**src/source/ice_pkg.sv**
```systemverilog
package ice_pkg;

	// UART bit period in clocks, fixed baud
	localparam int CLKS_PER_BIT = 16;
	localparam int BIT_CNT_W = $clog2(CLKS_PER_BIT);
	// Last count of a bit period, and the mid-bit sample point
	localparam logic [BIT_CNT_W-1:0] BIT_LAST = BIT_CNT_W'(CLKS_PER_BIT - 1);
	localparam logic [BIT_CNT_W-1:0] BIT_MID = BIT_CNT_W'(CLKS_PER_BIT / 2 - 1);

	// Responders on the slave bus, index 0 basics, index 1 gpio
	localparam int NUM_SLAVES = 2;

	localparam int GPIO_WIDTH = 8;

	// Longer host payloads are dropped with a NAK
	localparam logic [7:0] MAX_PAYLOAD = 8'd8;

	// Power of two depths
	localparam int RX_FIFO_DEPTH = 32;
	localparam int EVENT_FIFO_DEPTH = 4;

	// Version query answer
	localparam logic [7:0] VERSION_MAJOR = 8'h03;
	localparam logic [7:0] VERSION_MINOR = 8'h01;

	// Frame type codes
	localparam logic [7:0] TYPE_ACK = 8'h00;
	localparam logic [7:0] TYPE_NAK = 8'h01;
	localparam logic [7:0] TYPE_VERSION = "V";
	localparam logic [7:0] TYPE_POWER = "p";
	localparam logic [7:0] TYPE_GPIO = "g";
	localparam logic [7:0] TYPE_EVENT = "e";

	// GPIO input-change event
	// [1] time tag from the event counter, [0] masked pin values
	typedef logic [1:0][GPIO_WIDTH-1:0] gpio_event_t;

endpackage

```
**src/source/uart.sv**
```systemverilog
`timescale 1ns/1ps

module uart import ice_pkg::*; (
	input logic clk,
	input logic rst_n,
	input logic rx_in,
	output logic tx_out,
	input logic tx_latch,
	input logic [7:0] tx_data,
	output logic tx_empty,
	output logic [7:0] rx_data,
	output logic rx_latch
);

	typedef enum logic [1:0] {RX_IDLE, RX_START, RX_DATA, RX_STOP} rx_state_t;

	rx_state_t rx_state;
	logic [1:0] rx_sync;
	logic [BIT_CNT_W-1:0] rx_cnt;
	logic [2:0] rx_bit;
	logic [7:0] rx_shift;

	logic [9:0] tx_shift;
	logic [3:0] tx_bits;
	logic [BIT_CNT_W-1:0] tx_cnt;

	// Shift register holds the last byte until the next frame starts shifting
	assign rx_data = rx_shift;

	always_ff @(posedge clk) begin
		if (!rst_n) begin
			rx_sync <= 2'b11;
			rx_state <= RX_IDLE;
			rx_cnt <= '0;
			rx_bit <= '0;
			rx_latch <= 1'b0;
		end else begin
			// Two flops against metastability on the pad
			rx_sync <= {rx_sync[0], rx_in};
			rx_latch <= 1'b0;
			case (rx_state)
				RX_IDLE: begin
					rx_cnt <= '0;
					if (!rx_sync[1])
						rx_state <= RX_START;
				end
				RX_START: begin
					// Line must still be low at mid-bit, else it was a glitch
					if (rx_cnt == BIT_MID) begin
						rx_cnt <= '0;
						rx_bit <= '0;
						rx_state <= rx_sync[1] ? RX_IDLE : RX_DATA;
					end else begin
						rx_cnt <= rx_cnt + 1'b1;
					end
				end
				RX_DATA: begin
					if (rx_cnt == BIT_LAST) begin
						rx_cnt <= '0;
						// LSB arrives first
						rx_shift <= {rx_sync[1], rx_shift[7:1]};
						rx_bit <= rx_bit + 1'b1;
						if (rx_bit == 3'd7)
							rx_state <= RX_STOP;
					end else begin
						rx_cnt <= rx_cnt + 1'b1;
					end
				end
				default: begin
					if (rx_cnt == BIT_LAST) begin
						rx_state <= RX_IDLE;
						// Framing error drops the byte
						rx_latch <= rx_sync[1];
					end else begin
						rx_cnt <= rx_cnt + 1'b1;
					end
				end
			endcase
		end
	end

	// Transmitter idle when no bits are left to shift
	assign tx_empty = (tx_bits == 4'd0);
	assign tx_out = tx_shift[0];

	always_ff @(posedge clk) begin
		if (!rst_n) begin
			tx_shift <= '1;
			tx_bits <= '0;
			tx_cnt <= '0;
		end else if (tx_empty) begin
			if (tx_latch) begin
				// Stop, data, start
				tx_shift <= {1'b1, tx_data, 1'b0};
				tx_bits <= 4'd10;
				tx_cnt <= '0;
			end
		end else if (tx_cnt == BIT_LAST) begin
			tx_cnt <= '0;
			tx_shift <= {1'b1, tx_shift[9:1]};
			tx_bits <= tx_bits - 1'b1;
		end else begin
			tx_cnt <= tx_cnt + 1'b1;
		end
	end

endmodule

```
**src/source/sync_fifo.sv**
```systemverilog
`timescale 1ns/1ps

module sync_fifo #(
	parameter type payload_t = logic [7:0],
	parameter int DEPTH = 4
) (
	input logic clk,
	input logic rst_n,
	input payload_t in_data,
	input logic in_latch,
	output payload_t out_data,
	input logic out_latch,
	output logic out_valid,
	output logic full
);

	payload_t mem [DEPTH];
	logic [$clog2(DEPTH)-1:0] wr_ptr;
	logic [$clog2(DEPTH)-1:0] rd_ptr;
	logic [$clog2(DEPTH):0] count;
	logic wr_en;
	logic rd_en;

	// DEPTH is a power of two, so the count MSB alone marks full
	assign full = count[$clog2(DEPTH)];
	assign out_valid = |count;
	assign out_data = mem[rd_ptr];

	// Writes while full are lost
	assign wr_en = in_latch && !full;
	assign rd_en = out_latch && out_valid;

	always_ff @(posedge clk) begin
		if (wr_en)
			mem[wr_ptr] <= in_data;
	end

	always_ff @(posedge clk) begin
		if (!rst_n) begin
			wr_ptr <= '0;
			rd_ptr <= '0;
			count <= '0;
		end else begin
			if (wr_en)
				wr_ptr <= wr_ptr + 1'b1;
			if (rd_en)
				rd_ptr <= rd_ptr + 1'b1;
			case ({wr_en, rd_en})
				2'b10: count <= count + 1'b1;
				2'b01: count <= count - 1'b1;
				default: count <= count;
			endcase
		end
	end

endmodule

```
**src/source/ice_bus_controller.sv**
```systemverilog
`timescale 1ns/1ps

module ice_bus_controller import ice_pkg::*; (
	input logic clk,
	input logic rst_n,
	input logic [7:0] rx_char,
	input logic rx_char_valid,
	output logic [7:0] tx_char,
	output logic tx_char_valid,
	input logic tx_char_ready,
	output logic [7:0] ma_addr,
	output logic [7:0] ma_id,
	output logic [7:0] ma_data,
	output logic ma_data_valid,
	output logic ma_frame_valid,
	input logic [NUM_SLAVES-1:0] sl_arb_request,
	output logic [NUM_SLAVES-1:0] sl_arb_grant,
	input logic [NUM_SLAVES*8-1:0] sl_type,
	input logic [NUM_SLAVES*8-1:0] sl_id,
	input logic [NUM_SLAVES*8-1:0] sl_len,
	input logic [NUM_SLAVES*8-1:0] sl_data,
	output logic [NUM_SLAVES-1:0] sl_take
);

	typedef enum logic [2:0] {P_TYPE, P_ID, P_LEN, P_DATA, P_END, P_SETTLE, P_DROP} p_state_t;
	typedef enum logic [2:0] {R_IDLE, R_TYPE, R_ID, R_LEN, R_DATA} r_state_t;

	p_state_t p_state;
	r_state_t rep_state;
	logic [7:0] fifo_data;
	logic fifo_valid;
	logic fifo_pop;
	logic [7:0] p_left;
	logic nak_pending;
	logic nak_start;
	logic bus_idle;
	logic known_type;

	logic rep_nak;
	logic [$clog2(NUM_SLAVES)-1:0] rep_sel;
	logic [$clog2(NUM_SLAVES)-1:0] req_sel;
	logic [7:0] rep_left;
	logic [7:0] cur_type;
	logic [7:0] cur_id;
	logic [7:0] cur_len;
	logic take_now;

	// Host bytes queue up while replies drain
	sync_fifo #(.payload_t(logic [7:0]), .DEPTH(RX_FIFO_DEPTH)) rx_fifo (
		.clk(clk),
		.rst_n(rst_n),
		.in_data(rx_char),
		.in_latch(rx_char_valid),
		.out_data(fifo_data),
		.out_latch(fifo_pop),
		.out_valid(fifo_valid),
		.full()
	);

	assign known_type = (ma_addr == TYPE_VERSION) || (ma_addr == TYPE_POWER) ||
		(ma_addr == TYPE_GPIO);
	// New frame only once every earlier reply is out
	assign bus_idle = (rep_state == R_IDLE) && !nak_pending && !(|sl_arb_request);
	assign nak_start = (rep_state == R_IDLE) && nak_pending;

	always_comb begin
		case (p_state)
			P_TYPE: fifo_pop = fifo_valid && bus_idle;
			P_ID, P_LEN, P_DATA, P_DROP: fifo_pop = fifo_valid;
			default: fifo_pop = 1'b0;
		endcase
	end

	// Frame parser
	always_ff @(posedge clk) begin
		if (!rst_n) begin
			p_state <= P_TYPE;
			p_left <= '0;
			ma_data_valid <= 1'b0;
			ma_frame_valid <= 1'b0;
			nak_pending <= 1'b0;
		end else begin
			ma_data_valid <= 1'b0;
			if (nak_start)
				nak_pending <= 1'b0;
			case (p_state)
				P_TYPE: begin
					if (fifo_pop) begin
						ma_addr <= fifo_data;
						p_state <= P_ID;
					end
				end
				P_ID: begin
					if (fifo_pop) begin
						ma_id <= fifo_data;
						p_state <= P_LEN;
					end
				end
				P_LEN: begin
					if (fifo_pop) begin
						p_left <= fifo_data;
						if (fifo_data > MAX_PAYLOAD) begin
							// Too long, drain it without a bus frame
							nak_pending <= 1'b1;
							p_state <= P_DROP;
						end else begin
							ma_frame_valid <= 1'b1;
							p_state <= (fifo_data == 8'd0) ? P_END : P_DATA;
						end
					end
				end
				P_DATA: begin
					if (fifo_pop) begin
						ma_data <= fifo_data;
						ma_data_valid <= 1'b1;
						p_left <= p_left - 1'b1;
						if (p_left == 8'd1)
							p_state <= P_END;
					end
				end
				P_END: begin
					// Frame valid covers the last data strobe, falls here
					ma_frame_valid <= 1'b0;
					if (!known_type)
						nak_pending <= 1'b1;
					p_state <= P_SETTLE;
				end
				P_SETTLE: begin
					// Responders raise their request this cycle
					p_state <= P_TYPE;
				end
				default: begin
					if (fifo_pop) begin
						p_left <= p_left - 1'b1;
						if (p_left == 8'd1)
							p_state <= P_TYPE;
					end
				end
			endcase
		end
	end

	// Lowest index requester wins
	always_comb begin
		req_sel = '0;
		for (int i = NUM_SLAVES - 1; i >= 0; i--) begin
			if (sl_arb_request[i])
				req_sel = $bits(req_sel)'(i);
		end
	end

	// NAK id is ma_id, held since the parser waits for the reply
	assign cur_type = rep_nak ? TYPE_NAK : sl_type[8*rep_sel +: 8];
	assign cur_id = rep_nak ? ma_id : sl_id[8*rep_sel +: 8];
	assign cur_len = rep_nak ? 8'h00 : sl_len[8*rep_sel +: 8];

	always_comb begin
		case (rep_state)
			R_TYPE: tx_char = cur_type;
			R_ID: tx_char = cur_id;
			R_LEN: tx_char = cur_len;
			default: tx_char = sl_data[8*rep_sel +: 8];
		endcase
	end

	assign tx_char_valid = (rep_state != R_IDLE) && tx_char_ready;

	// One take per payload byte
	// An empty reply takes once on its length byte so the last take always ends it
	assign take_now = tx_char_valid && !rep_nak &&
		((rep_state == R_DATA) || ((rep_state == R_LEN) && (cur_len == 8'h00)));
	assign sl_take = take_now ? sl_arb_grant : '0;

	// Reply serializer
	always_ff @(posedge clk) begin
		if (!rst_n) begin
			rep_state <= R_IDLE;
			rep_nak <= 1'b0;
			rep_sel <= '0;
			rep_left <= '0;
			sl_arb_grant <= '0;
		end else begin
			case (rep_state)
				R_IDLE: begin
					// Own NAK beats slave grants
					if (nak_start) begin
						rep_nak <= 1'b1;
						rep_state <= R_TYPE;
					end else if (|sl_arb_request) begin
						rep_nak <= 1'b0;
						rep_sel <= req_sel;
						sl_arb_grant <= NUM_SLAVES'(1) << req_sel;
						rep_state <= R_TYPE;
					end
				end
				R_TYPE: if (tx_char_ready) rep_state <= R_ID;
				R_ID: if (tx_char_ready) rep_state <= R_LEN;
				R_LEN: begin
					if (tx_char_ready) begin
						rep_left <= cur_len;
						if (cur_len == 8'h00) begin
							sl_arb_grant <= '0;
							rep_state <= R_IDLE;
						end else begin
							rep_state <= R_DATA;
						end
					end
				end
				default: begin
					if (tx_char_ready) begin
						rep_left <= rep_left - 1'b1;
						if (rep_left == 8'd1) begin
							sl_arb_grant <= '0;
							rep_state <= R_IDLE;
						end
					end
				end
			endcase
		end
	end

endmodule

```
**src/source/basics_int.sv**
```systemverilog
`timescale 1ns/1ps

module basics_int import ice_pkg::*; (
	input logic clk,
	input logic rst_n,
	input logic [7:0] ma_addr,
	input logic [7:0] ma_id,
	input logic [7:0] ma_data,
	input logic ma_data_valid,
	input logic ma_frame_valid,
	output logic sl_arb_request,
	input logic sl_arb_grant,
	input logic sl_take,
	output logic [7:0] sl_type,
	output logic [7:0] sl_id,
	output logic [7:0] sl_len,
	output logic [7:0] sl_data,
	output logic m3_vbatt_sw,
	output logic m3_1p2_sw,
	output logic m3_0p6_sw
);

	logic fv_q;
	logic frame_end;
	logic first_seen;
	logic [2:0] pwr_bits;
	logic rd_idx;

	assign frame_end = fv_q && !ma_frame_valid;

	// Every answer here is an ACK
	assign sl_type = TYPE_ACK;
	// Version bytes, major first
	assign sl_data = !sl_arb_grant ? 8'h00 : (rd_idx ? VERSION_MINOR : VERSION_MAJOR);

	always_ff @(posedge clk) begin
		if (!rst_n) begin
			fv_q <= 1'b0;
			first_seen <= 1'b0;
			rd_idx <= 1'b0;
			sl_arb_request <= 1'b0;
			{m3_vbatt_sw, m3_1p2_sw, m3_0p6_sw} <= 3'b000;
		end else begin
			fv_q <= ma_frame_valid;
			// Keep only the first payload byte
			if (ma_frame_valid && !fv_q) begin
				first_seen <= 1'b0;
			end else if (ma_data_valid && !first_seen) begin
				first_seen <= 1'b1;
				pwr_bits <= ma_data[2:0];
			end
			if (frame_end && ((ma_addr == TYPE_VERSION) || (ma_addr == TYPE_POWER))) begin
				sl_arb_request <= 1'b1;
				sl_id <= ma_id;
				rd_idx <= 1'b0;
				if (ma_addr == TYPE_VERSION) begin
					sl_len <= 8'd2;
				end else begin
					sl_len <= 8'd0;
					// Empty power frame leaves the switches alone
					if (first_seen)
						{m3_vbatt_sw, m3_1p2_sw, m3_0p6_sw} <= pwr_bits;
				end
			end else if (sl_take && sl_arb_grant) begin
				rd_idx <= 1'b1;
				if ((sl_len == 8'd0) || rd_idx)
					sl_arb_request <= 1'b0;
			end
		end
	end

endmodule

```
**src/source/gpio_int.sv**
```systemverilog
`timescale 1ns/1ps

module gpio_int import ice_pkg::*; (
	input logic clk,
	input logic rst_n,
	input logic [7:0] ma_addr,
	input logic [7:0] ma_id,
	input logic [7:0] ma_data,
	input logic ma_data_valid,
	input logic ma_frame_valid,
	input logic [GPIO_WIDTH-1:0] gpio_in,
	output logic [GPIO_WIDTH-1:0] gpio_out,
	output logic [GPIO_WIDTH-1:0] gpio_oe,
	output logic sl_arb_request,
	input logic sl_arb_grant,
	input logic sl_take,
	output logic [7:0] sl_type,
	output logic [7:0] sl_id,
	output logic [7:0] sl_len,
	output logic [7:0] sl_data
);

	logic fv_q;
	logic gpio_end;
	logic [1:0] byte_cnt;
	logic [GPIO_WIDTH-1:0] oe_nxt;
	logic [GPIO_WIDTH-1:0] out_nxt;
	logic ack_pending;
	logic [7:0] ack_id;
	logic [1:0][GPIO_WIDTH-1:0] pin_sync;
	logic [GPIO_WIDTH-1:0] pin_prev;
	logic [GPIO_WIDTH-1:0] pin_chg;
	logic [7:0] event_ctr;
	gpio_event_t ev_in;
	gpio_event_t ev_head;
	logic ev_valid;
	logic ev_full;

	assign gpio_end = fv_q && !ma_frame_valid && (ma_addr == TYPE_GPIO);

	// Only input-direction pins count
	assign pin_chg = (pin_sync[1] ^ pin_prev) & ~gpio_oe;
	assign ev_in[1] = event_ctr + 1'b1;
	assign ev_in[0] = pin_sync[1] & ~gpio_oe;

	sync_fifo #(.payload_t(gpio_event_t), .DEPTH(EVENT_FIFO_DEPTH)) ev_fifo (
		.clk(clk),
		.rst_n(rst_n),
		.in_data(ev_in),
		.in_latch((|pin_chg) && !ev_full),
		.out_data(ev_head),
		.out_latch(sl_take && sl_arb_grant && (sl_type == TYPE_EVENT)),
		.out_valid(ev_valid),
		.full(ev_full)
	);

	// Pin byte of the head event, only while granted
	assign sl_data = (sl_arb_grant && (sl_type == TYPE_EVENT)) ? ev_head[0] : 8'h00;

	always_ff @(posedge clk) begin
		if (!rst_n) begin
			pin_sync <= '0;
			pin_prev <= '0;
			event_ctr <= '0;
		end else begin
			pin_sync <= {pin_sync[0], gpio_in};
			pin_prev <= pin_sync[1];
			// Counter moves even when the FIFO drops the event
			if (|pin_chg)
				event_ctr <= event_ctr + 1'b1;
		end
	end

	always_ff @(posedge clk) begin
		if (!rst_n) begin
			fv_q <= 1'b0;
			byte_cnt <= '0;
			gpio_oe <= '0;
			gpio_out <= '0;
			ack_pending <= 1'b0;
			sl_arb_request <= 1'b0;
		end else begin
			fv_q <= ma_frame_valid;
			if (ma_frame_valid && !fv_q) begin
				byte_cnt <= '0;
			end else if (ma_data_valid && (byte_cnt != 2'd2)) begin
				byte_cnt <= byte_cnt + 1'b1;
				if (byte_cnt == 2'd0)
					oe_nxt <= ma_data;
				else
					out_nxt <= ma_data;
			end
			// Registers follow only the bytes actually sent
			if (gpio_end && (byte_cnt != 2'd0))
				gpio_oe <= oe_nxt;
			if (gpio_end && (byte_cnt == 2'd2))
				gpio_out <= out_nxt;
			if (sl_arb_request) begin
				// Both reply kinds end on a single take
				if (sl_take && sl_arb_grant)
					sl_arb_request <= 1'b0;
				// ACK behind an event in flight
				if (gpio_end) begin
					ack_pending <= 1'b1;
					ack_id <= ma_id;
				end
			end else if (gpio_end || ack_pending) begin
				sl_arb_request <= 1'b1;
				sl_type <= TYPE_ACK;
				sl_id <= gpio_end ? ma_id : ack_id;
				sl_len <= 8'd0;
				ack_pending <= 1'b0;
			end else if (ev_valid) begin
				sl_arb_request <= 1'b1;
				sl_type <= TYPE_EVENT;
				sl_id <= ev_head[1];
				sl_len <= 8'd1;
			end
		end
	end

endmodule

```
**src/source/ice_bus.sv**
```systemverilog
`timescale 1ns/1ps

module ice_bus import ice_pkg::*; (
	input logic clk,
	input logic rst_n,
	input logic uart_rx,
	output logic uart_tx,
	input logic [GPIO_WIDTH-1:0] gpio_in,
	output logic [GPIO_WIDTH-1:0] gpio_out,
	output logic [GPIO_WIDTH-1:0] gpio_oe,
	output logic m3_vbatt_sw,
	output logic m3_1p2_sw,
	output logic m3_0p6_sw
);

	logic [7:0] uart_rx_data;
	logic [7:0] uart_tx_data;
	logic uart_rx_latch;
	logic uart_tx_latch;
	logic uart_tx_empty;

	// Master bus
	logic [7:0] ma_addr;
	logic [7:0] ma_id;
	logic [7:0] ma_data;
	logic ma_data_valid;
	logic ma_frame_valid;

	// Slave bus, one byte lane per responder
	logic [NUM_SLAVES-1:0] sl_arb_request;
	logic [NUM_SLAVES-1:0] sl_arb_grant;
	logic [NUM_SLAVES-1:0] sl_take;
	logic [NUM_SLAVES*8-1:0] sl_type;
	logic [NUM_SLAVES*8-1:0] sl_id;
	logic [NUM_SLAVES*8-1:0] sl_len;
	logic [NUM_SLAVES*8-1:0] sl_data;

	uart u1 (
		.clk(clk),
		.rst_n(rst_n),
		.rx_in(uart_rx),
		.tx_out(uart_tx),
		.tx_latch(uart_tx_latch),
		.tx_data(uart_tx_data),
		.tx_empty(uart_tx_empty),
		.rx_data(uart_rx_data),
		.rx_latch(uart_rx_latch)
	);

	ice_bus_controller ice1 (
		.clk(clk),
		.rst_n(rst_n),
		.rx_char(uart_rx_data),
		.rx_char_valid(uart_rx_latch),
		.tx_char(uart_tx_data),
		.tx_char_valid(uart_tx_latch),
		.tx_char_ready(uart_tx_empty),
		.ma_addr(ma_addr),
		.ma_id(ma_id),
		.ma_data(ma_data),
		.ma_data_valid(ma_data_valid),
		.ma_frame_valid(ma_frame_valid),
		.sl_arb_request(sl_arb_request),
		.sl_arb_grant(sl_arb_grant),
		.sl_type(sl_type),
		.sl_id(sl_id),
		.sl_len(sl_len),
		.sl_data(sl_data),
		.sl_take(sl_take)
	);

	// Index 0, highest priority
	basics_int bi0 (
		.clk(clk),
		.rst_n(rst_n),
		.ma_addr(ma_addr),
		.ma_id(ma_id),
		.ma_data(ma_data),
		.ma_data_valid(ma_data_valid),
		.ma_frame_valid(ma_frame_valid),
		.sl_arb_request(sl_arb_request[0]),
		.sl_arb_grant(sl_arb_grant[0]),
		.sl_take(sl_take[0]),
		.sl_type(sl_type[7:0]),
		.sl_id(sl_id[7:0]),
		.sl_len(sl_len[7:0]),
		.sl_data(sl_data[7:0]),
		.m3_vbatt_sw(m3_vbatt_sw),
		.m3_1p2_sw(m3_1p2_sw),
		.m3_0p6_sw(m3_0p6_sw)
	);

	gpio_int gi1 (
		.clk(clk),
		.rst_n(rst_n),
		.ma_addr(ma_addr),
		.ma_id(ma_id),
		.ma_data(ma_data),
		.ma_data_valid(ma_data_valid),
		.ma_frame_valid(ma_frame_valid),
		.gpio_in(gpio_in),
		.gpio_out(gpio_out),
		.gpio_oe(gpio_oe),
		.sl_arb_request(sl_arb_request[1]),
		.sl_arb_grant(sl_arb_grant[1]),
		.sl_take(sl_take[1]),
		.sl_type(sl_type[15:8]),
		.sl_id(sl_id[15:8]),
		.sl_len(sl_len[15:8]),
		.sl_data(sl_data[15:8])
	);

endmodule

```
**config.mk**
```make
export PLATFORM = sky130hd
export DESIGN_NAME = ice_bus
export DESIGN_NICKNAME = d
export VERILOG_FILES = /design/src/source/ice_pkg.sv /design/src/source/uart.sv /design/src/source/sync_fifo.sv /design/src/source/ice_bus_controller.sv /design/src/source/basics_int.sv /design/src/source/gpio_int.sv /design/src/source/ice_bus.sv
export SDC_FILE = /design/constraint.sdc
export NUM_CORES = 1
export LEC_CHECK = 0
export BUFFER_PORTS_ARGS = -buffer_cell sky130_fd_sc_hd__buf_2
export CORE_MARGIN = 2
export CORE_UTILIZATION = 40
export DETAILED_ROUTE_END_ITERATION = 10
export PLACE_DENSITY = 0.6
export SYNTH_ARGS = -nofsm -noshare
export SYNTH_HDL_FRONTEND = slang
export SYNTH_SLANG_ARGS = --single-unit
```
**constraint.sdc**
```tcl
create_clock -name clk -period 3.1 [get_ports clk]
set_input_delay 0.155 -clock clk [delete_from_list [all_inputs] [get_ports clk]]
set_output_delay 0.155 -clock clk [all_outputs]
set_load 0.01 [all_outputs]
```
# Yosys cells after proc, flatten, opt, wreduce, memory -nomap -nowiden
# Memory sizes are Yosys's and may differ from the RTL's. A register that Yosys moved wholly into a read port is not among the register bits.
# Cells that the tools add are included.
totals:
  latchBits: 0
  inputBits: 11
  mem_count: 2
  mem_bits_rw: 320
  out_inout_bits: 20
  reg_bits: 229
  romBits: 0
op_classes:
  magnitude_cmp: 1
  reduce_logical: 100
  n_mux: 103
  bitwise: 14
  n_eq_ne: 48
  mul: 0
  n_addsub: 16
  n_shift: 5
  n_div: 0
memory_table:
  columns: ["memory", "words", "word_bits", "rd", "rd_clocked_by_memory_dff", "wr", "line_no", "text"]
  rows:
  - ["ice1.rx_fifo.mem", 32, 8, 1, 1, 1, "sync_fifo.sv:17", "payload_t mem [DEPTH];"]
  - ["gi1.ev_fifo.mem", 4, 16, 1, 1, 1, "sync_fifo.sv:17", null]
op_table:
  columns: ["cell", "count"]
  rows:
  - ["$mux W8", 12]
  - ["$shiftx A16 B5 Y8", 4]
  - ["$mux W3", 19]
  - ["$mux W4", 9]
  - ["$mux W2", 17]
  - ["$pmux W8 S2", 2]
  - ["$mux W10", 3]
  - ["$reduce_and A3 Y1", 10]
  - ["$mux W1", 26]
  - ["$logic_and A1 B1 Y1", 25]
  - ["$eq A8 B7 Y1 const B", 3]
  - ["$logic_not A8 Y1", 3]
  - ["$pmux W8 S3", 1]
  - ["$reduce_bool A2 Y1", 12]
  - ["$ne A2 B2 Y1 const B", 10]
  - ["$ne A2 B1 Y1 const B", 9]
  - ["$pmux W3 S6", 1]
  - ["$reduce_and A2 Y1", 9]
  - ["$and A8 B8 Y8", 2]
  - ["$eq A8 B1 Y1 const B", 2]
  - ["$sub A8 B1 Y8 const B", 2]
  - ["$eq A3 B3 Y1 const B", 5]
  - ["$reduce_and A7 Y1", 2]
  - ["$eq A3 B2 Y1 const B", 4]
  - ["46 further kinds", 95]

# Longest topological paths before layout
logic_depth:
  word_depth: 12
  mapped_depth: 14

# Modules after synthesis
# A second synthesis with hierarchy kept.
hier_totals:
  cells_unflattened: 1706
  hier_area_um2: 23388.7
by_module_without_submodules:
  columns: ["module", "area_per_inst_um2", "cells_each", "instances", "seq_area_each_um2"]
  rows:
  - ["sync_fifo at ice1.rx_fifo", 11079.4, 624, 1, 8107.8]
  - ["gpio_int", 3543.4, 317, 1, 2052.0]
  - ["ice_bus_controller", 3368.2, 372, 1, 1301.2]
  - ["sync_fifo at gi1.ev_fifo", 2815.2, 132, 1, 2102.0]
  - ["uart", 1694.1, 185, 1, 820.8]
  - ["basics_int", 888.4, 76, 1, 500.5]

# Worst setup path after synthesis
# No wires, ideal clock.
synth_path:
  path_kind: "reg2reg"
  start: "register ice1.rep_state[0]"
  end: "register ice1.rx_fifo.count[2]"
  stages_incl_launch_ff: 15
  arrival_ns: 3.287
  path_buffers: 3
  required_time_ns: 3.029
  slack_ns: -0.257
  cell_sequence: "dfxtp_1 clkbuf_1 nor4_1 a21oi_1 a2bb2oi_1 nor2_1 clkbuf_1 ha_1 clkbuf_1 xor2_1 ha_1 a31oi_1 xnor2_1 or3_1 a21oi_1"
synth_via:
  elab_chain_cells: 8
synth_lines:
  columns: ["element", "line_no", "text"]
  rows:
  - ["start, declared", "ice_bus_controller.sv:29", "r_state_t rep_state;"]
  - ["start signal, assigned", "ice_bus_controller.sv:177", "rep_state <= R_IDLE;"]
  - ["start signal, assigned", "ice_bus_controller.sv:188", "rep_state <= R_TYPE;"]
  - ["start signal, assigned", "ice_bus_controller.sv:193", "rep_state <= R_TYPE;"]
  - ["$logic_not A3 Y1 (*)", "ice_bus_controller.sv:63", "assign bus_idle = (rep_state == R_IDLE) && !nak_pending && !(|sl_arb_request);"]
  - ["$logic_and A1 B1 Y1 (*) (2 in series)", "ice_bus_controller.sv:63", null]
  - ["$logic_and A1 B1 Y1 (*)", "ice_bus_controller.sv:68", "P_TYPE: fifo_pop = fifo_valid && bus_idle;"]
  - ["$pmux W1 S2 (*)", "ice_bus_controller.sv:67", "case (p_state)"]
  - ["$logic_and A1 B1 Y1 (*)", "sync_fifo.sv:31", "assign rd_en = out_latch && out_valid;"]
  - ["via ice1.rx_fifo.rd_en", "sync_fifo.sv:22", "logic rd_en;"]
  - ["$eq A2 B1 Y1 or $eq A2 B2 Y1 (tied branches)", "sync_fifo.sv:48", "case ({wr_en, rd_en})"]
  - ["$pmux W6 S2 or $reduce_bool A2 Y1 (tied branches)", null, null]
  - ["end signal, assigned", "sync_fifo.sv:49", "2'b10: count <= count + 1'b1;"]
  - ["end signal, assigned", "sync_fifo.sv:50", "2'b01: count <= count - 1'b1;"]
  - ["end signal, assigned", "sync_fifo.sv:51", "default: count <= count;"]
  - ["end, declared", "sync_fifo.sv:20", "logic [$clog2(DEPTH):0] count;"]
# The timed path passes the listed nets; every way through them passes the cells marked *.
# A chain may end at the register's enable or synchronous reset.

==> out/summary.txt <==
FLOORPLAN
--------------------------------------------------------------------------------
Initial standard-cell utilization of the core                             40.48%
Core Area                                                             53,920 um2
Full die area                                                         56,450 um2
Die extent in x                                                         237.6 um
Total number of placement rows                                                85
Count of pins on the block boundary                                           31
Vert. Die Dim                                                           237.6 um

SYNTH
--------------------------------------------------------------------------------
Total of flip-flops plus latches after synthesis                             544
Count of warnings emitted by yosys                                             0
Fraction of post-synthesis cell area in the top cell type by area         54.62%
Area contributors post-synth                                        edfxtp_1 55%, dfxtp_1 13%, mux4_2 9.6%
Synthesized area divided by synthesized cell count                     14.85 um2
Number of distinct library cells after synthesis                              65
Primary FF master, synth                                                edfxtp_1
Proportion of synthesized chip area in sequential cells                   68.10%
Number of flops mapped to enable cells by yosys                              397
Share of flip-flops with an asynchronous set or reset                         0%
Netlist area before placement                                         21,830 um2
Instance count of the mapped netlist                                       1,470
Nets in the synthesized netlist                                            1,510
Cell type with the highest aggregate area in the netlist                edfxtp_1

PWR
--------------------------------------------------------------------------------
Switching share of power                                                  24.43%
Relative contribution of combinational cells to total power                11.5%
Internal portion of total power                                         12.59 mW
Relative contribution of the clock network to total power                  38.5%
Max VDD drop                                                         0.0004859 V
Cell area power density                                             657.2 nW/um2
Leakage power                                                           8.497 nW
Switching pwr                                                           4.071 mW
Reg power frac                                                             50.0%

CLOCK NETWORK
--------------------------------------------------------------------------------
Cts bufs inserted                                                             54
Root buffer cell                                                       clkbuf_16
CTS tree                                                                     yes
Clk slew on worst S/H paths                                              0.07 ns
Clock sink count                                                             544
Htree depth                                                                    2
Clock Latency Late Sink                                                  0.60 ns
Clock tree buffer depth                                                        3

CRITICAL PATH
--------------------------------------------------------------------------------
Last element of the critical path                                   ice1.p_state[1]$_SDFFE_PN0P_
R2r endpoint                                                        ice1.p_state[1]$_SDFFE_PN0P_
Worst Setup End Kind                                                   flip-flop
Worst path required time                                                 3.56 ns
Startpoint Class                                                       flip-flop
Setup slack of the worst register-to-register path                       0.03 ns
Crit path arrival time                                                   3.53 ns
Crit Path Class                                                       reg -> reg
Depth of the worst register-to-register path                                  10
Highest net fanout along the worst path                                        6

ROUTE
--------------------------------------------------------------------------------
Post-detailed-routing wire length                                      46,690 um
Pre-Repair DR Iteration Count                                                  5
WL/cell                                                                 20.07 um
Number of DRC markers after the initial detailed-route iteration             929
Post-DR vias/cell                                                          5.254
Via count                                                                 12,225
Number of nets with antenna violations after routing                           0
DRC viols                                                                      0

PLACED DESIGN
--------------------------------------------------------------------------------
Final weighted congestion of routability-driven global placement          0.7973
Cells after DPL                                                            2,199
Worst setup slack after placement                                   -0.0004363 ns
Sum of net half-perimeters after detailed placement                    30,190 um
I/O Buffers                                                                   30

STA
--------------------------------------------------------------------------------
Final period demand of the worst path                                   3.074 ns
Pin slew with the least headroom to its limit                           1.208 ns
Timing-limited maximum frequency                                      0.3253 GHz
Number of hold-slack violations in the final timing report                     0
RSZ-0062 raised after global routing                                         yes
TNS Setup                                                                   0 ns
Final clock period utilization by the worst path                          99.17%
Min setup slack post-route                                            0.02577 ns
Number of failing setup endpoints in the final timing report                   0
Slew margin rel.                                                          19.50%
Setup clock skew after layout                                         0.02049 ns
Max Slew Vio Count                                                             0

JOB
--------------------------------------------------------------------------------
Number of violations of the max-capacitance limit                              0

GRT
--------------------------------------------------------------------------------
Total global-route track usage                                            16.71%
Largest net degree at the start of global routing                             52
Overflow left after global routing                                             0
First-pass GRT wire length                                             72,420 um
Antenna violations before repair                                               0
Via count of the first global-routing pass                                12,267

FINAL LAYOUT
--------------------------------------------------------------------------------
Antenna fix cells                                                              0
Share of layout cells above drive strength 1                              21.28%
Fill cell count                                                            4,585
Fin cells                                                                  2,327
Net count reported at finish                                               1,626
Post-layout util                                                          47.03%
Area growth syn-to-layout                                                 16.18%

WORST HOLD PATH
--------------------------------------------------------------------------------
Type of the worst min-delay path                                       in -> reg
Critical hold path startpoint                                              rst_n

RUN STATUS
--------------------------------------------------------------------------------
Run status                                                          finished clean

[registers in the layout, summed over array words and instances, names as in the netlist, 9 cells and up, named ones only]
name	flops
ice1.rx_fifo.mem	256
u1.tx_shift	9
gi1.pin_sync	16
gi1.ev_fifo.mem	64
[cells by family (layout without fill, tap and decap cells)]
logic type	Yosys count	after routing	synth area share, %
compound gates	172	172	4.747
xor+xnor	39	39	1.565
fa+ha+maj	29	29	1.697
buf+inv	112	273	2.058
flops	544	544	68.10
mux	152	152	12.43
simple gates	422	422	9.402
[how the worst min path moves through the flow]
stage                                             end  depth (start not counted)  slack (ns)
after floorplan              u1.rx_sync[0]$_SDFF_PN1_                          1        0.26
after global placement       u1.rx_sync[0]$_SDFF_PN1_                          2        0.35
after detailed placement     u1.rx_sync[0]$_SDFF_PN1_                          2        0.36
after CTS                 u1.tx_shift[8]$_SDFFE_PN1P_                          3        0.02
after global routing      u1.tx_shift[8]$_SDFFE_PN1P_                          3        0.05
final                     u1.tx_shift[8]$_SDFFE_PN1P_                          3        0.06
[metrics by stage]
step / power [mW] / hold slack, ns / area, um2
2_1_floorplan: 9.748 / 0.2565 / 21840
3_3_place_gp: 10.31 / 0.3505 / 23230
3_5_place_dp: 10.37 / 0.3579 / 23230
4_1_cts: 16.79 / 0.01868 / 25170
5_1_grt: 17.37 / 0.04784 / 25360
6_report: 16.67 / 0.06135 / 25360
[repair_timing]
item	CTS	global route
endpoints found under the setup margin	1	6
pin swaps	1	4
gates resized for setup	4	18
cloned	1	2
setup buffers	6	10
hold buffers	9	0
endpoints found under the hold margin	9	0
[cell usage after synthesis (all sizes together), types with 3 or more instances]
library cell and number:
nor4 13, nand2b 10, a21oi 76, or3 12, and2 35, a31oi 6
nand3b 8, o22ai 13, and3 5, clkbuf 59, nand3 32, xor2 15
buf 12, nor2b 15, nand2 83, nor2 157, edfxtp 397, o21ai 30
inv 41, a22oi 7, or3b 3, or2 6, o211ai 9, a211oi 5
mux2i 37, mux2 22, a21o 4, xnor2 24, nand4 8, mux4 93
nor3b 8, nor3 16, dfxtp 147, ha 28
[final cells by class]
type,instances,area [um2],area share [%]
Timing Repair Buffer,131,1089,4.293
Inverter,41,153.9,0.6069
Sequential cell,544,14870,58.64
Clock inverter,26,202.7,0.7993
Tap cell,696,870.8,3.434
Clock buffer,75,1554,6.128
Multi-Input combinational cell,814,6619,26.10
[power by group through the flow]
| stage | combinational, mW | sequential [mW] | clock [mW] |
|---|---|---|---|
| 4_1_cts | 1.91 | 8.32 | 6.55 |
| 3_5_place_dp | 1.89 | 8.48 | 0 |
| 2_1_floorplan | 1.33 | 8.42 | 0 |
| 5_1_grt | 2.16 | 8.35 | 6.86 |
| 6_report | 1.92 | 8.33 | 6.42 |
| 3_3_place_gp | 1.86 | 8.46 | 0 |
[per-layer routing]
layer / routed length, um / global-route usage [%]
met5: 0 / 0
met4: 814 / 4.345
met3: 1915 / 2.625
met2: 23030 / 28.09
met1: 20940 / 22.71
[worst max-delay path, stage by stage (launching register included)]
cell	delay (ns)
dfxtp_4	0.39
buf_4	0.14
clkbuf_16	0.15
mux4_2	0.50
mux4_2	0.51
mux2_4	0.30
nor4_4	0.34
buf_4	0.18
nand3_2	0.07
a222oi_1	0.30
nor2_1	0.07
[cells in the final DEF (no fill, tap or decap), drive strengths merged, types with 3 or more instances in the layout]
master / Yosys / routed
o21ai: 30 / 30
a22oi: 7 / 7
nor3b: 8 / 8
o211ai: 9 / 9
clkinv: 0 / 17
dfxtp: 147 / 147
xor2: 15 / 15
clkbuf: 59 / 77
mux2i: 37 / 37
mux2: 22 / 22
nand2b: 10 / 10
or2: 6 / 6
o22ai: 13 / 13
nand4: 8 / 8
nand3b: 8 / 8
a21o: 4 / 4
nor2b: 15 / 15
and3: 5 / 5
ha: 28 / 28
nor3: 16 / 16
a21oi: 76 / 76
a211oi: 5 / 5
dlygate4sd3: 0 / 9
nand3: 32 / 32
nand2: 83 / 83
nor4: 13 / 13
inv: 41 / 47
or3b: 3 / 3
mux4: 93 / 93
edfxtp: 397 / 397
or3: 12 / 12
nor2: 157 / 157
a31oi: 6 / 6
xnor2: 24 / 24
and2: 35 / 35
buf: 12 / 120
Power figures use the tool's default switching activity.
